**src/rtl/stream_cfg.svh**
```systemverilog
`ifndef STREAM_CFG_SVH
`define STREAM_CFG_SVH

// ~~~~~~~~~~~~~~~~~~~~~~~~~~~~~~~~~~~~~~~~~~~~~~~~~~~~~~~~~~~~~~~~~~~~~~
// bank geometry.
`define SB_DATA_W 16
`define SB_ADDR_W 10
`define SB_DEPTH 1024

// ~~~~~~~~~~~~~~~~~~~~~~~~~~~~~~~~~~~~~~~~~~~~~~~~~~~~~~~~~~~~~~~~~~~~~~
// scan shape.
`define SB_WINDOW 2      // words per window.
`define SB_CHANNELS 3    // window positions per row.
`define SB_ROWS 2
`define SB_ROW_STRIDE 4

// raddr reg + ram + output regs.
`define SB_RD_LAT 4

`endif

```
**src/rtl/stream_pkg.sv**
```systemverilog
`include "stream_cfg.svh"

package stream_pkg;

	typedef logic [`SB_DATA_W-1:0] feat_word_t;
	typedef logic [`SB_ADDR_W-1:0] bank_addr_t;

	// plain bank write port.
	typedef struct packed {
		logic en;
		bank_addr_t addr;
		feat_word_t data;
	} bank_wr_t;

	// bank 1 fill, two candidate sources.
	typedef struct packed {
		logic en;
		bank_addr_t addr;
		feat_word_t pool;
		feat_word_t eltwise;
		logic eltwise_sel;   // 1 picks eltwise.
	} fill_wr_t;

	typedef struct packed {
		logic valid;
		logic last;
		bank_addr_t addr;
	} scan_rd_t;

	typedef struct packed {
		logic valid;
		logic last;
		feat_word_t word0;
		feat_word_t word1;
	} feat_beat_t;

	typedef enum logic [1:0] {
		st_idle,
		st_acked,
		st_running
	} start_state_e;

endpackage

```
**src/rtl/stream_result.sv**
```systemverilog
`timescale 1ns/1ps
`include "stream_cfg.svh"

module stream_result import stream_pkg::*; (
	input logic clk,
	input logic i_reset,
	input scan_rd_t i_rd,
	input feat_word_t i_word0,
	input feat_word_t i_word1,
	output feat_beat_t o_beat
);

	// flags ride alongside the bank read pipeline.
	logic [`SB_RD_LAT-1:0] valid_sr;
	logic [`SB_RD_LAT-1:0] last_sr;

	// ~~~~~~~~~~~~~~~~~~~~~~~~~~~~~~~~~~~~~~~~~~~~~~~~~~~~~~~~~~~~~~~~~~~~~~
	// latency match.
	always_ff @(posedge clk) begin
		if (i_reset) begin
			valid_sr <= '0;
			last_sr <= '0;
		end else begin
			valid_sr <= {valid_sr[`SB_RD_LAT-2:0], i_rd.valid};
			last_sr <= {last_sr[`SB_RD_LAT-2:0], i_rd.last};
		end
	end

	always_comb begin
		o_beat.valid = valid_sr[`SB_RD_LAT-1];
		o_beat.last = last_sr[`SB_RD_LAT-1];
		o_beat.word0 = i_word0;   // already aligned by the banks.
		o_beat.word1 = i_word1;
	end

	// generator must only flag last on a valid step.
	a_last_valid: assert property (
		@(posedge clk) disable iff (i_reset)
		o_beat.last |-> o_beat.valid
	) else $error("beat last without valid");

endmodule
```
**config.mk**
```make
export PLATFORM = sky130hd
export DESIGN_NAME = stream_result
export DESIGN_NICKNAME = d
export VERILOG_FILES = /design/src/rtl/stream_pkg.sv /design/src/rtl/stream_result.sv
export VERILOG_INCLUDE_DIRS = /design/src /design/src/rtl
export SDC_FILE = /design/constraint.sdc
export NUM_CORES = 1
export LEC_CHECK = 0
export ABC_AREA = 1
export ABC_CLOCK_PERIOD_IN_PS = 800
export BUFFER_PORTS_ARGS = -buffer_cell sky130_fd_sc_hd__buf_2
export CORE_UTILIZATION = 27
export DETAILED_ROUTE_END_ITERATION = 6
export PLACE_DENSITY_LB_ADDON = 0.2
export SLEW_MARGIN = 10
export SYNTH_ARGS = -nofsm -noshare
export SYNTH_HDL_FRONTEND = slang
export SYNTH_SLANG_ARGS = --single-unit
```
**constraint.sdc**
```tcl
create_clock -name clk -period 0.8 [get_ports clk]
set_input_delay 0.04 -clock clk [delete_from_list [all_inputs] [get_ports clk]]
set_output_delay 0.04 -clock clk [all_outputs]
set_load 0.01 [all_outputs]
```
==> summary.txt <==
Status
  • Outcome: complete, no violations

Yosys
  • Post-synthesis mux area share: 0%
  • Fraction of the mapped netlist area in simple logic gates: 6.17%
  • Synth Instances: 59
  • Compound-Gate Fraction of Synth Area: 0%
  • Synth unique cells: 5
  • Synthesized cell area: 487 µm²
  • Yosys reg bits: 8
  • Async SR Flop Fraction: 0%
  • Synth top area share: 52.4%
  • YS warnings: 0
  • Area leader, netlist: buf_4
  • Adder-Cell Fraction of Synth Area: 0%
  • Top post-synthesis cells by count: buf_4, dfxtp_1, inv_1, nor2_1, buf_6
  • Post-Synthesis Net Count: 105
  • Post-synthesis sequential area ratio: 32.9%
  • Syn Area/Cell: 8.25 µm²
  • Synth Area in XOR/XNOR: 0%
  • Post-synth EDFFs: 0
  • Most frequent cell after synthesis: buf_4
  • Main combinational cell family by area after synthesis: buffers and inverters
  • Synth area leaders: buf_4, dfxtp_1, inv_1
  • Ys flop type: dfxtp_1

Die
  • # IOs: 80
  • Core ar.: 1590 µm²
  • Die Y: 44.5 µm
  • Starting Density: 30.5%
  • Row count: 14
  • Die area: 1980 µm²
  • Die width: 44.5 µm

STA
  • Hold Worst Slack: 0.0565 ns
  • Minimum clock period: 0.701 ns
  • Rel. slew slack: 90.5%
  • Post-route clock skew: 0.000777 ns
  • Tcrit/Tclk final: 87.6%
  • RSZ-0062 raised after global routing: no
  • Final Hold Viols: 0
  • Setup Viol. Count Final: 0
  • Setup TNS: 0 ns
  • Fmax: 1430 MHz
  • Worst slew pin tran: 0.142 ns
  • Final Max Slew Viols: 0

Finish
  • Final cell count without fillers: 58
  • Final-stage net count: 82
  • Fill cell count: 180
  • Final core occ: 19.9%
  • Area Overhead vs Synth: -34.7%
  • N_diodes: 0
  • Share of post-route cells with drive strength above 1: 23.5%

GRT
  • Initial antenna violation count: 0
  • Vias in the first global route: 171
  • Grt total ovfl: 0
  • Largest net degree at the start of global routing: 9
  • First-pass GRT wire length: 586 µm
  • Total track usage: 4.96%

Critical path
  • Buf+Inv Stages, Crit Path: 1
  • Crit path capture type: output port
  • CP Class: flip-flop to output port
  • Required @ worst endpoint: 0.76 ns
  • Worst Path Arrival: 0.66 ns
  • Worst setup SP type: flip-flop
  • Cell Chain, Critical Path: buf_2
  • Worst path max stage delay: 0.29 ns
  • Cell family with most CP delay: flip-flops
  • CP Max Fanout: 1
  • CP max stage cell: dfxtp_1

CTS
  • TritonCTS clock tree: built
  • Post-CTS resize count: 0
  • Clock buffer count from CTS: 3
  • Clk sinks: 8
  • Clk root buf: clkbuf_4
  • Clock Tree Buf Depth: 2
  • Reg clk slew, reported paths: 0.05 ns
  • Skew-Pair Late Insertion Delay: 0.25 ns
  • Htree depth: 1

Power
  • Sw frac: 19.2%
  • Tot Pwr: 0.744 mW
  • VDD IR-drop max: 1.12 mV
  • P_sw: 0.143 mW
  • Pleak: 0.148 nW
  • Clk pwr share: 39.7%
  • Seq pwr share: 55.9%
  • PD cells: 2340 nW/µm²
  • Combinational share of power: 4.4%
  • Internal power: 0.601 mW

Placed design
  • Cell Count Post-Placement: 53
  • Placer congestion estimate: 0.553
  • Port Buffers: 5
  • Post-detail-place hpwl: 259 µm

Hold path
  • HP Class: input port to flip-flop

Route
  • Avg WL per Cell: 6.79 µm
  • Vias per cell: 2.97
  • Final wirelength: 394 µm
  • Via Count: 172
  • Post-route DRC: 0
  • Initial DRC count: 1
  • Antenna violation net count after detailed routing: 0
  • First drt pass iteration count: 2

Flow run
  • Max Cap Viol: 0
[power by group through the flow]
stage | registers [mW] | logic (mW) | clock network [mW]
4_1_cts | 0.416 | 0.0335 | 0.312
6_report | 0.416 | 0.0329 | 0.296
2_1_floorplan | 0.423 | 0.187 | 0
3_3_place_gp | 0.423 | 0.0253 | 0
3_5_place_dp | 0.424 | 0.0260 | 0
5_1_grt | 0.416 | 0.0379 | 0.356
[layout by cell type (no fill, tap or decap)]
cell           Yosys  final
nor2_1             8      8
inv_1              8      8
buf_2              0      5
clkbuf_4           0      3
dlygate4sd3_1      0      2
dfxtp_1            8      8
[registers in the layout, indices dropped and copies added (netlist names)]
register / flops
valid_sr: 4
last_sr: 4
[area by class of cell]
cell class,count,area [µm²],area share (%)
timing repair buffer,7,45.0,14.2
sequential,8,160,50.4
multi-input combinational,8,30.0,9.45
clock buffer,3,22.5,7.09
tap,24,30.0,9.45
inverter,8,30.0,9.45
[what timing repair did]
action | CTS | global route
buffers inserted | 0 | 0
hold buffers | 2 | 0
hold endpoints to repair | 2 | 0
[stage by stage]
step	instance area [µm²]	setup slack, ns
after floorplan	487	0.352
after global placement	275	0.342
after detailed placement	275	0.334
after CTS	318	0.0855
after global routing	318	0.0520
final	318	0.0993
[path summary, 6_finish.rpt]
check / from / end / slack, ns / cells after the start
max: last_sr[3] / o_beat[32] / 0.1 / 1
min: i_reset / last_sr[3] / 0.06 / 2
max reg2reg: last_sr[1] / last_sr[2] / 0.33 / 2
min reg2reg: valid_sr[0] / valid_sr[1] / 0.40 / 2
[routing by layer]
metal  share of wire (%)  routed length, µm  global-route usage [%]
met1                  35                139                    2.72
met4                   0                  0                    3.03
met5                   0                  0                       0
met3                  26                104                    8.16
met2                  38                151                    6.76
[cell families (layout without fill, tap and decap cells)]
group | count (synthesis) | after routing
buffers and inverters | 43 | 18
DFF | 8 | 8
and+or+nand+nor | 8 | 8
Power figures use the tool's default switching activity.
