<file path="src/rtl/stream_cfg.svh">
`ifndef STREAM_CFG_SVH
`define STREAM_CFG_SVH

// ~~~~~~~~~~~~~~~~~~~~~~~~~~~~~~~~~~~~~~~~~~~~~~~~~~~~~~~~~~~~~~~~~~~~~~
// bank geometry.
`define SB_DATA_W 16
`define SB_ADDR_W 10
`define SB_DEPTH 1024

// ~~~~~~~~~~~~~~~~~~~~~~~~~~~~~~~~~~~~~~~~~~~~~~~~~~~~~~~~~~~~~~~~~~~~~~
// scan shape.
`define SB_WINDOW 2      // words per window.
`define SB_CHANNELS 3    // window positions per row.
`define SB_ROWS 2
`define SB_ROW_STRIDE 4

// raddr reg + ram + output regs.
`define SB_RD_LAT 4

`endif

</file>
<file path="src/rtl/stream_pkg.sv">
`include "stream_cfg.svh"

package stream_pkg;

	typedef logic [`SB_DATA_W-1:0] feat_word_t;
	typedef logic [`SB_ADDR_W-1:0] bank_addr_t;

	// plain bank write port.
	typedef struct packed {
		logic en;
		bank_addr_t addr;
		feat_word_t data;
	} bank_wr_t;

	// bank 1 fill, two candidate sources.
	typedef struct packed {
		logic en;
		bank_addr_t addr;
		feat_word_t pool;
		feat_word_t eltwise;
		logic eltwise_sel;   // 1 picks eltwise.
	} fill_wr_t;

	typedef struct packed {
		logic valid;
		logic last;
		bank_addr_t addr;
	} scan_rd_t;

	typedef struct packed {
		logic valid;
		logic last;
		feat_word_t word0;
		feat_word_t word1;
	} feat_beat_t;

	typedef enum logic [1:0] {
		st_idle,
		st_acked,
		st_running
	} start_state_e;

endpackage

</file>
<file path="src/rtl/fill_decode.sv">
`timescale 1ns/1ps

module fill_decode import stream_pkg::*; (
	input logic clk,
	input logic i_reset,
	input bank_wr_t i_ddr_wr,
	input fill_wr_t i_fill_wr,
	input logic i_start_req,
	input logic i_scan_done,
	output logic o_start_ack,
	output logic o_scan_start,
	output bank_wr_t o_bank0_wr,
	output bank_wr_t o_bank1_wr
);

	start_state_e state_q;
	logic scan_busy_q;   // set at start, cleared by scan done.

	// ~~~~~~~~~~~~~~~~~~~~~~~~~~~~~~~~~~~~~~~~~~~~~~~~~~~~~~~~~~~~~~~~~~~~~~
	// four-phase start handshake.
	always_ff @(posedge clk) begin
		if (i_reset) begin
			state_q <= st_idle;
			scan_busy_q <= 1'b0;
			o_scan_start <= 1'b0;
		end else begin
			o_scan_start <= 1'b0;
			if (i_scan_done) begin
				scan_busy_q <= 1'b0;
			end
			case (state_q)
				st_idle: begin
					if (i_start_req) begin
						state_q <= st_acked;
						scan_busy_q <= 1'b1;
						o_scan_start <= 1'b1;
					end
				end
				st_acked: begin
					if (!i_start_req) begin
						state_q <= st_running;   // ack drops here.
					end
				end
				st_running: begin
					// done may have come while ack was still up.
					if (!scan_busy_q || i_scan_done) begin
						state_q <= st_idle;
					end
				end
				default: begin
					state_q <= st_idle;
				end
			endcase
		end
	end

	assign o_start_ack = (state_q == st_acked);

	// ~~~~~~~~~~~~~~~~~~~~~~~~~~~~~~~~~~~~~~~~~~~~~~~~~~~~~~~~~~~~~~~~~~~~~~
	// write routing.
	assign o_bank0_wr = i_ddr_wr;

	always_comb begin
		o_bank1_wr.en = i_fill_wr.en;
		o_bank1_wr.addr = i_fill_wr.addr;
		if (i_fill_wr.eltwise_sel) begin
			o_bank1_wr.data = i_fill_wr.eltwise;
		end else begin
			o_bank1_wr.data = i_fill_wr.pool;
		end
	end

	// start pulse only as ack rises, and never with a scan outstanding.
	a_start_pulse: assert property (
		@(posedge clk) disable iff (i_reset)
		o_scan_start |-> o_start_ack && !$past(o_start_ack) && !$past(scan_busy_q)
	) else $error("scan start outside the idle to acked transition or during a scan");

endmodule

</file>
<file path="config.mk">
export PLATFORM = sky130hd
export DESIGN_NAME = fill_decode
export DESIGN_NICKNAME = d
export VERILOG_FILES = /design/src/rtl/stream_pkg.sv /design/src/rtl/fill_decode.sv
export VERILOG_INCLUDE_DIRS = /design/src /design/src/rtl
export SDC_FILE = /design/constraint.sdc
export NUM_CORES = 1
export LEC_CHECK = 0
export BUFFER_PORTS_ARGS = -buffer_cell sky130_fd_sc_hd__buf_4
export CAP_MARGIN = 10
export CORE_MARGIN = 2
export CORE_UTILIZATION = 25
export CTS_CLUSTER_SIZE = 24
export DETAILED_ROUTE_END_ITERATION = 10
export PLACE_DENSITY = 0.89
export SKIP_LAST_GASP = 1
export SYNTH_ARGS = -nofsm -noshare
export SYNTH_HDL_FRONTEND = slang
export SYNTH_SLANG_ARGS = --single-unit
</file>
<file path="constraint.sdc">
create_clock -name clk -period 1 [get_ports clk]
set_input_delay 0.15 -clock clk [delete_from_list [all_inputs] [get_ports clk]]
set_output_delay 0.15 -clock clk [all_outputs]
set_load 0.005 [all_outputs]
</file>
==> out/results.ini <==
[critical_path]
rr_worst_depth=2
crit_fanout=16
crit_slowest_cell=mux2_2
reg2reg_to=state_q[1]
rr_startpoint=state_q[1]
cp.required_ns=0.85
endpoint_kind=primary output
endpoint=o_bank1_wr[15]
crit_path_max_incr_delay_ns=0.36
arrival_ns=0.83
critPathLaunchType=primary input
crit_path_cell_trace=buf_6 > mux2_2 > buf_4
startpoint=i_fill_wr[0]
critical_path_class=primary input to primary output
r2r_slack_ns=0.05

[yosys]
avgSynthCellArea_sq_um=9.74
ys_seq_area_share_pct=11.9
yosys_register_bits=4
yosys_warnings=0
synth_cells=69
netlist-cell-type-count=12
synth.cell_area_sq_um=672
syn_nets=144

[clocking]
ctsHoldBuffers=0
cts_tree=done
cts_buffers=3
htree_levels=1
ctsResizeCount=2
clk_pin_slew_ns=0.04
cts-root-buf=clkbuf_4
postCtsSetupBuffers=0
clockBufferDepth=2
cts_sinks=4
clk_latency_ns=0.23

[cells_and_area]
final_common_cell=buf_4
layout.nets=163
nFillCells=262
design_area_sq_um=835
num_antenna_cells=0
syn2layout_area_growth_pct=24.2
final_cell_mix=buf_4 (53), mux2_4 (10), mux2_2 (6)
drive_gt1_share_pct=86.0

[timing]
tns_ns=0
grt_setup_unrepaired=true
finalCriticalPeriod_ns=0.981
max_freq_mhz=1020
setup_viol=0
finalCritPeriodShare_pct=98.1
skew_ns=0.000657
drv_slew=0
maxSlewHeadroom_pct=85.9
tightest_slew_ns=0.211
hold_viol_final=0

[global_route]
grt_max_degree=17
antenna_found_initial=0
grt_pass1_wl_um=2970
overflow=0
grt_pass1_vias=604
grtUsageTotal_pct=12.6

[floorplan]
core-area_sq_um=2520
design.die.area_sq_um=3120
rows=18
start_util_pct=26.6
fp.dieH_um=55.8
dieWidth_um=55.8
io_pins=131

[min_path]
hold_class=primary input to register

[routing]
wire_per_inst_um=17.3
vias=497
drt-total-wl_um=2010
drt-pass1-iter-count=2
drtIter0Drc=4
route.detailed.drc=0
ant_nets=0
viasPerCell=4.28

[placed_design]
place_area_sq_um=807
port_buffers=54
place_congestion=0.830

[pwr]
peakVddDrop_uv=391
p_leak_uw=0.000437
cellPowerDensity_nw_per_um2=827

[run_status]
status=finished, final reports clean

[job]
cap_violations=0

[critical path, delay by kind of cell]
kind	cells	cell delay, ns
mux	1	0.36
buf+inv	2	0.32
[state kept, by name (all words and copies together) (netlist names)]
| register | cells |
|---|---|
| state_q | 2 |
| o_scan_start | 1 |
| scan_busy_q | 1 |
[synthesized netlist by cell type]
cell       count  area (sq um)
nand2b_1       1          6.26
mux2_2         6          67.6
dfxtp_1        4          80.1
buf_6          2          22.5
mux2_4        10           150
buf_4         38           285
nand4bb_1      1          11.3
nor2b_1        1          6.26
nor3b_1        1          7.51
and2b_1        1          7.51
a21oi_1        2          10.0
or3b_1         2          17.5
[stage by stage]
step / setup slack (ns) / total power (uW) / std cells / utilization [%] / hold WS [ns]
2_1_floorplan: 0.133 / 418 / 69 / - / 0.219
3_3_place_gp: -0.0199 / 490 / 113 / 32.0 / 0.300
3_5_place_dp: -0.0464 / 500 / 113 / 32.0 / 0.300
4_1_cts: 0.0115 / 706 / 116 / 33.1 / 0.0946
5_1_grt: -0.0160 / 727 / 116 / 33.1 / 0.101
6_report: 0.0191 / 690 / 116 / 33.1 / 0.101
[worst min path at each step]
stage	startpoint	end	slack, ns	cells after the start
6_report	i_reset	scan_busy_q	0.10	2
5_1_grt	i_reset	scan_busy_q	0.10	2
4_1_cts	i_reset	scan_busy_q	0.09	2
3_5_place_dp	i_ddr_wr[0]	o_bank0_wr[0]	0.30	0
3_3_place_gp	i_ddr_wr[0]	o_bank0_wr[0]	0.30	0
2_1_floorplan	i_reset	scan_busy_q	0.22	1
[area by class of cell]
cell class / count / area [sq um] / share of cell area [%]
multi-input combinational: 25 / 284 / 34.0
clock buffer: 3 / 22.5 / 2.70
sequential: 4 / 81.3 / 9.75
tap: 30 / 37.5 / 4.50
timing repair buffer: 54 / 409 / 49.0
[cells by family (layout without fill, tap and decap cells)]
family	count (synthesis)	after routing	share of synthesized area [%]
DFF	4	4	11.9
and+or+nand+nor	7	7	8.38
AOI/OAI and AO/OA	2	2	1.49
muxes	16	16	32.4
buffers and inverters	40	57	45.8
[where the power goes]
part           switching, uW  internal (uW)  total [uW]
combinational           92.8            227         320
clock                   60.9            134         195
sequential              6.09            170         176
[per-layer routing]
metal / global-route usage [%] / wire length, um
met3: 4.65 / 256
met2: 27.2 / 1260
met4: 6.80 / 29
met5: 0 / 0
met1: 8.81 / 455
No activity file was read; power rests on OpenSTA's default activity.
