**src/rtl/stream_cfg.svh**
```systemverilog
`ifndef STREAM_CFG_SVH
`define STREAM_CFG_SVH

// ~~~~~~~~~~~~~~~~~~~~~~~~~~~~~~~~~~~~~~~~~~~~~~~~~~~~~~~~~~~~~~~~~~~~~~
// bank geometry.
`define SB_DATA_W 16
`define SB_ADDR_W 10
`define SB_DEPTH 1024

// ~~~~~~~~~~~~~~~~~~~~~~~~~~~~~~~~~~~~~~~~~~~~~~~~~~~~~~~~~~~~~~~~~~~~~~
// scan shape.
`define SB_WINDOW 2      // words per window.
`define SB_CHANNELS 3    // window positions per row.
`define SB_ROWS 2
`define SB_ROW_STRIDE 4

// raddr reg + ram + output regs.
`define SB_RD_LAT 4

`endif

```
**src/rtl/stream_pkg.sv**
```systemverilog
`include "stream_cfg.svh"

package stream_pkg;

	typedef logic [`SB_DATA_W-1:0] feat_word_t;
	typedef logic [`SB_ADDR_W-1:0] bank_addr_t;

	// plain bank write port.
	typedef struct packed {
		logic en;
		bank_addr_t addr;
		feat_word_t data;
	} bank_wr_t;

	// bank 1 fill, two candidate sources.
	typedef struct packed {
		logic en;
		bank_addr_t addr;
		feat_word_t pool;
		feat_word_t eltwise;
		logic eltwise_sel;   // 1 picks eltwise.
	} fill_wr_t;

	typedef struct packed {
		logic valid;
		logic last;
		bank_addr_t addr;
	} scan_rd_t;

	typedef struct packed {
		logic valid;
		logic last;
		feat_word_t word0;
		feat_word_t word1;
	} feat_beat_t;

	typedef enum logic [1:0] {
		st_idle,
		st_acked,
		st_running
	} start_state_e;

endpackage

```
**src/rtl/scan_address_gen.sv**
```systemverilog
`timescale 1ns/1ps
`include "stream_cfg.svh"

module scan_address_gen import stream_pkg::*; (
	input logic clk,
	input logic i_reset,
	input logic i_scan_start,
	output scan_rd_t o_rd,
	output logic o_scan_done
);

	localparam bank_addr_t word_last = bank_addr_t'(`SB_WINDOW - 1);
	localparam bank_addr_t pos_last = bank_addr_t'(`SB_CHANNELS - 1);
	localparam bank_addr_t row_last = bank_addr_t'(`SB_ROWS - 1);
	localparam bank_addr_t row_stride = bank_addr_t'(`SB_ROW_STRIDE);
	// single-step scan ends on its first address.
	localparam bit first_last = (word_last == '0) && (pos_last == '0) && (row_last == '0);

	bank_addr_t word_q, pos_q, row_q, base_q;
	bank_addr_t word_nxt, pos_nxt, row_nxt, base_nxt;
	logic last_nxt;

	// ~~~~~~~~~~~~~~~~~~~~~~~~~~~~~~~~~~~~~~~~~~~~~~~~~~~~~~~~~~~~~~~~~~~~~~
	// next step: word inner, position middle, row outer.
	always_comb begin
		word_nxt = word_q;
		pos_nxt = pos_q;
		row_nxt = row_q;
		base_nxt = base_q;
		if (word_q != word_last) begin
			word_nxt = word_q + 1'b1;
		end else begin
			word_nxt = '0;
			if (pos_q != pos_last) begin
				pos_nxt = pos_q + 1'b1;
			end else begin
				pos_nxt = '0;
				row_nxt = row_q + 1'b1;
				base_nxt = base_q + row_stride;
			end
		end
	end

	assign last_nxt = (word_nxt == word_last) && (pos_nxt == pos_last) && (row_nxt == row_last);

	always_ff @(posedge clk) begin
		if (i_reset) begin
			o_rd <= '0;
			o_scan_done <= 1'b0;
			word_q <= '0;
			pos_q <= '0;
			row_q <= '0;
			base_q <= '0;
		end else begin
			o_scan_done <= o_rd.valid && o_rd.last;
			if (o_rd.valid && !o_rd.last) begin
				word_q <= word_nxt;
				pos_q <= pos_nxt;
				row_q <= row_nxt;
				base_q <= base_nxt;
				o_rd.addr <= base_nxt + pos_nxt + word_nxt;
				o_rd.last <= last_nxt;
			end else if (i_scan_start) begin
				word_q <= '0;
				pos_q <= '0;
				row_q <= '0;
				base_q <= '0;
				o_rd.valid <= 1'b1;
				o_rd.addr <= '0;
				o_rd.last <= first_last;
			end else begin
				o_rd.valid <= 1'b0;   // idle or just past last.
				o_rd.last <= 1'b0;
			end
		end
	end

	// full-width step address, before any wrap to the bank address width.
	a_addr_range: assert property (
		@(posedge clk) disable iff (i_reset)
		o_rd.valid |-> (int'(row_q) * `SB_ROW_STRIDE + int'(pos_q) + int'(word_q) < `SB_DEPTH)
	) else $error("scan address beyond bank depth");

endmodule

```
**config.mk**
```make
export PLATFORM = sky130hd
export DESIGN_NAME = scan_address_gen
export DESIGN_NICKNAME = d
export VERILOG_FILES = /design/src/rtl/stream_pkg.sv /design/src/rtl/scan_address_gen.sv
export VERILOG_INCLUDE_DIRS = /design/src /design/src/rtl
export SDC_FILE = /design/constraint.sdc
export NUM_CORES = 1
export LEC_CHECK = 0
export ABC_AREA = 1
export ABC_CLOCK_PERIOD_IN_PS = 9000
export BUFFER_PORTS_ARGS = -buffer_cell sky130_fd_sc_hd__buf_4
export CAP_MARGIN = 40
export CORE_UTILIZATION = 40
export DETAILED_ROUTE_END_ITERATION = 8
export PLACE_DENSITY = 0.67
export SKIP_CTS_REPAIR_TIMING = 1
export SLEW_MARGIN = 25
export SYNTH_ARGS = -nofsm -noshare
export SYNTH_HDL_FRONTEND = slang
export SYNTH_SLANG_ARGS = --single-unit
```
**constraint.sdc**
```tcl
create_clock -name clk -period 9 [get_ports clk]
set_input_delay 1.8 -clock clk [delete_from_list [all_inputs] [get_ports clk]]
set_output_delay 1.8 -clock clk [all_outputs]
set_load 0.1 [all_outputs]
```
==> summary.txt <==
Status
  – Status: complete, no violations

Floorplanning
  – Die width: 93.7 µm
  – IO Pins: 16
  – Core ar.: 8180 µm²
  – DIE HEIGHT: 93.7 µm
  – Initial Util: 0.411
  – Die area: 8780 µm²
  – Cell row count: 33

Timing
  – Period utilisation layout: 0.406
  – RSZ-0062 raised after global routing: false
  – Total negative slack: 0 ps
  – Final setup vio count: 0
  – Max Fclk: 0.274 GHz
  – Max transition margin: 0.512
  – Pins Over Slew Limit: 0
  – Worst Tran Pin Value: 732 ps
  – Clk_skew: 11.6 ps
  – Period minus WS final: 3650 ps
  – Final hold vios: 0
  – Final WS setup: 5350 ps

CTS
  – CTS sink cnt: 51
  – Clock root buffer: clkbuf_8
  – CTS buffer count: 5
  – H-tree levels: 2
  – Clock transition at path regs: 110 ps
  – CTS tree: yes
  – CTS max path bufs: 2
  – Worst skew pair latency: 320 ps

Logic synthesis
  – Avg Cell Area, Syn: 7.23 µm²
  – Fraction of registers with async set/reset: 0
  – Seq/Total Area, Yosys: 0.304
  – Synthesized flop and latch total: 51
  – Post-synth EDFFs: 0
  – Syn Inst Count: 465
  – Post-Syn Area: 3360 µm²
  – Syn_nets: 494
  – Main flop type after synthesis: dfxtp_1
  – Cell variety after synth: 36
  – Post-synth top area cell: dfxtp_1
  – Post-synth top cells: nand2_1, inv_1, dfxtp_1
  – Count leader, synth: nand2_1
  – Largest cells by area after synthesis: dfxtp_1, nand2_1, inv_1, ha_1, xor2_1
  – Synthesis Warnings: 0
  – Area fraction of the dominant cell type after synthesis: 0.304

Critical path
  – Critical Path, Cell by Cell: ha_1 > nand2_4 > nor2_4 > nand2_4 > inv_2 > nand2_2 > nor3_4 > nand3_1 > xor2_1 > fa_1 > inv_1 > ha_1 > a21oi_1 > o21ai_0 > a21oi_1 > nand3b_1 > nand4_1 > nand3_1 > nand2_1
  – CP max FO: 8
  – R2r setup slk: 5350 ps
  – Worst r2r dst: o_rd[9]$_SDFFE_PP0P_
  – Crit. Startpoint: word_q[0]$_SDFFE_PP0P_
  – Worst Reg-to-Reg Cells: 19
  – Max incr delay on CP: 470 ps
  – Setup crit start kind: flop
  – CP top delay family: simple AND/OR/NAND/NOR gates
  – CP endpoint kind: flop
  – Critical path class: flop to flop
  – Buffers & Inverters on Critical Path: 2
  – CP max-delay cell: fa_1
  – Reg2Reg Launch Point: word_q[0]$_SDFFE_PP0P_
  – CP required: 9230 ps
  – Arrival @ worst endpoint: 3880 ps

GRT
  – GRT overflow: 0
  – Largest net degree at the start of global routing: 36
  – Global-route wire length before repair: 13.8 mm
  – Initial antenna violation count: 0
  – Total track usage: 0.201
  – Vias in the first global route: 2870

Layout
  – Sequential cell area: 1020 µm²
  – Share of layout cells above drive strength 1: 0.108
  – NumNets Final: 510
  – Area occupied by multi-input gates: 2040 µm²
  – Area growth syn-to-layout: 10.0%
  – Layout fillers: 844
  – N_diodes: 0

Detailed routing
  – DRT antenna net count: 0
  – # DRC: 0
  – Drt pass-1 iters: 5
  – Drt via density: 5.16
  – Post-Route WL: 8.10 mm
  – Vias post-DR: 3030
  – DRT iter0 DRCs: 218
  – Wire per inst: 13.8 µm

Worst hold path
  – Hold Startpoint: o_rd[11]$_SDFFE_PP0N_
  – Hold depth: 2
  – Hold endpoint: o_scan_done$_SDFF_PP0_
  – Worst min path class: flop to flop

Pwr
  – Peak VDD IR: 68.2 µV
  – Leak: 0.00172 µW
  – P per Cell Area: 124 nW/µm²

Placement
  – Place WS: 5380 ps
  – GP Congestion: 0.858
  – Port buffer count: 15
  – Hpwl dp: 6.14 mm

Flow run
  – Max-cap violations: 0
## registers in the layout (all words and copies together), names as in the netlist
signal	cells
o_rd	12
pos_q	10
o_scan_done	1
word_q	10
row_q	10
base_q	8
## worst reg2reg max path: stages (launching register included)
cell      delay, ps
dfxtp_1         440
ha_1            270
nand2_4         100
nor2_4          230
nand2_4         110
inv_2            90
nand2_2          80
nor3_4          160
nand3_1         110
xor2_1          270
fa_1            470
inv_1            90
ha_1            270
a21oi_1         120
o21ai_0          80
a21oi_1         270
nand3b_1        180
nand4_1          90
nand3_1          80
nand2_1          50
## where the power goes
| part | switching, µW | internal, µW | total (µW) |
|---|---|---|---|
| combinational | 55.8 | 21.3 | 77.2 |
| sequential | 3.61 | 230 | 233 |
| clock | 83.7 | 63.0 | 147 |
## cell usage in the layout, fill, tap and decap left out, types with 2 or more instances in the layout
cell / netlist / layout
nand2_1: 109 / 109
inv_1: 70 / 70
dfxtp_1: 51 / 51
nor2_1: 39 / 38
nand3_1: 32 / 32
o22ai_1: 28 / 28
xor2_1: 21 / 21
o21ai_0: 18 / 18
ha_1: 18 / 18
buf_4: 0 / 16
fa_1: 8 / 8
nor2_2: 6 / 7
nand4_1: 7 / 7
a22o_1: 6 / 6
a21oi_1: 6 / 6
clkbuf_8: 0 / 6
nor2_4: 4 / 4
nor3_1: 4 / 4
o21ai_1: 4 / 4
nand2_4: 3 / 3
nand3b_1: 3 / 3
nor3_2: 2 / 2
inv_2: 2 / 2
nand2_2: 2 / 2
nor3_4: 2 / 2
xnor2_1: 2 / 2
## worst max-delay path by stage
| stage | end | slack, ps | depth (start not counted) |
|---|---|---|---|
| 2_1_floorplan | o_rd[9]$_SDFFE_PP0P_ | 5950 | 20 |
| 3_3_place_gp | row_q[5]$_SDFFE_PP0P_ | 4720 | 6 |
| 3_5_place_dp | o_rd[9]$_SDFFE_PP0P_ | 5380 | 19 |
| 4_1_cts | o_rd[9]$_SDFFE_PP0P_ | 5380 | 19 |
| 5_1_grt | o_rd[9]$_SDFFE_PP0P_ | 4940 | 19 |
| 6_report | o_rd[9]$_SDFFE_PP0P_ | 5350 | 19 |
## metrics by stage
| step | utilization | instance area (µm²) | power [µW] | hold WS [ps] | cells |
|---|---|---|---|---|---|
| CTS | 0.453 | 3700 | 459 | 452 | 587 |
| global placement | 0.438 | 3580 | 313 | 439 | 578 |
| finish | 0.453 | 3700 | 457 | 450 | 587 |
| global route | 0.453 | 3700 | 477 | 480 | 587 |
| floorplan | - | 3360 | 295 | 454 | 465 |
| detailed placement | 0.440 | 3600 | 315 | 441 | 579 |
## logic make-up after synthesis
family | share of synthesized area
buffers and inverters | 0.0908
adders and majority gates | 0.115
and+or+nand+nor | 0.307
xor gates and xnor gates | 0.0648
AOI/OAI and AO/OA | 0.119
DFF | 0.304
## final cells by class
cell class              instances  area share
clock buffers                   6      0.0223
inverters                      73      0.0744
well taps                     105      0.0355
repair buffers                 17      0.0365
clock inverters                 2     0.00440
flip-flops and latches         51       0.276
multi-input cells             333       0.551
## per-layer routing
| metal | global-route usage | share of wire |
|---|---|---|
| met4 | 0.0705 | 0.025 |
| met5 | 0 | 0 |
| met1 | 0.272 | 0.47 |
| met2 | 0.324 | 0.46 |
| met3 | 0.0316 | 0.051 |
No activity file was read; power rests on OpenSTA's default activity.
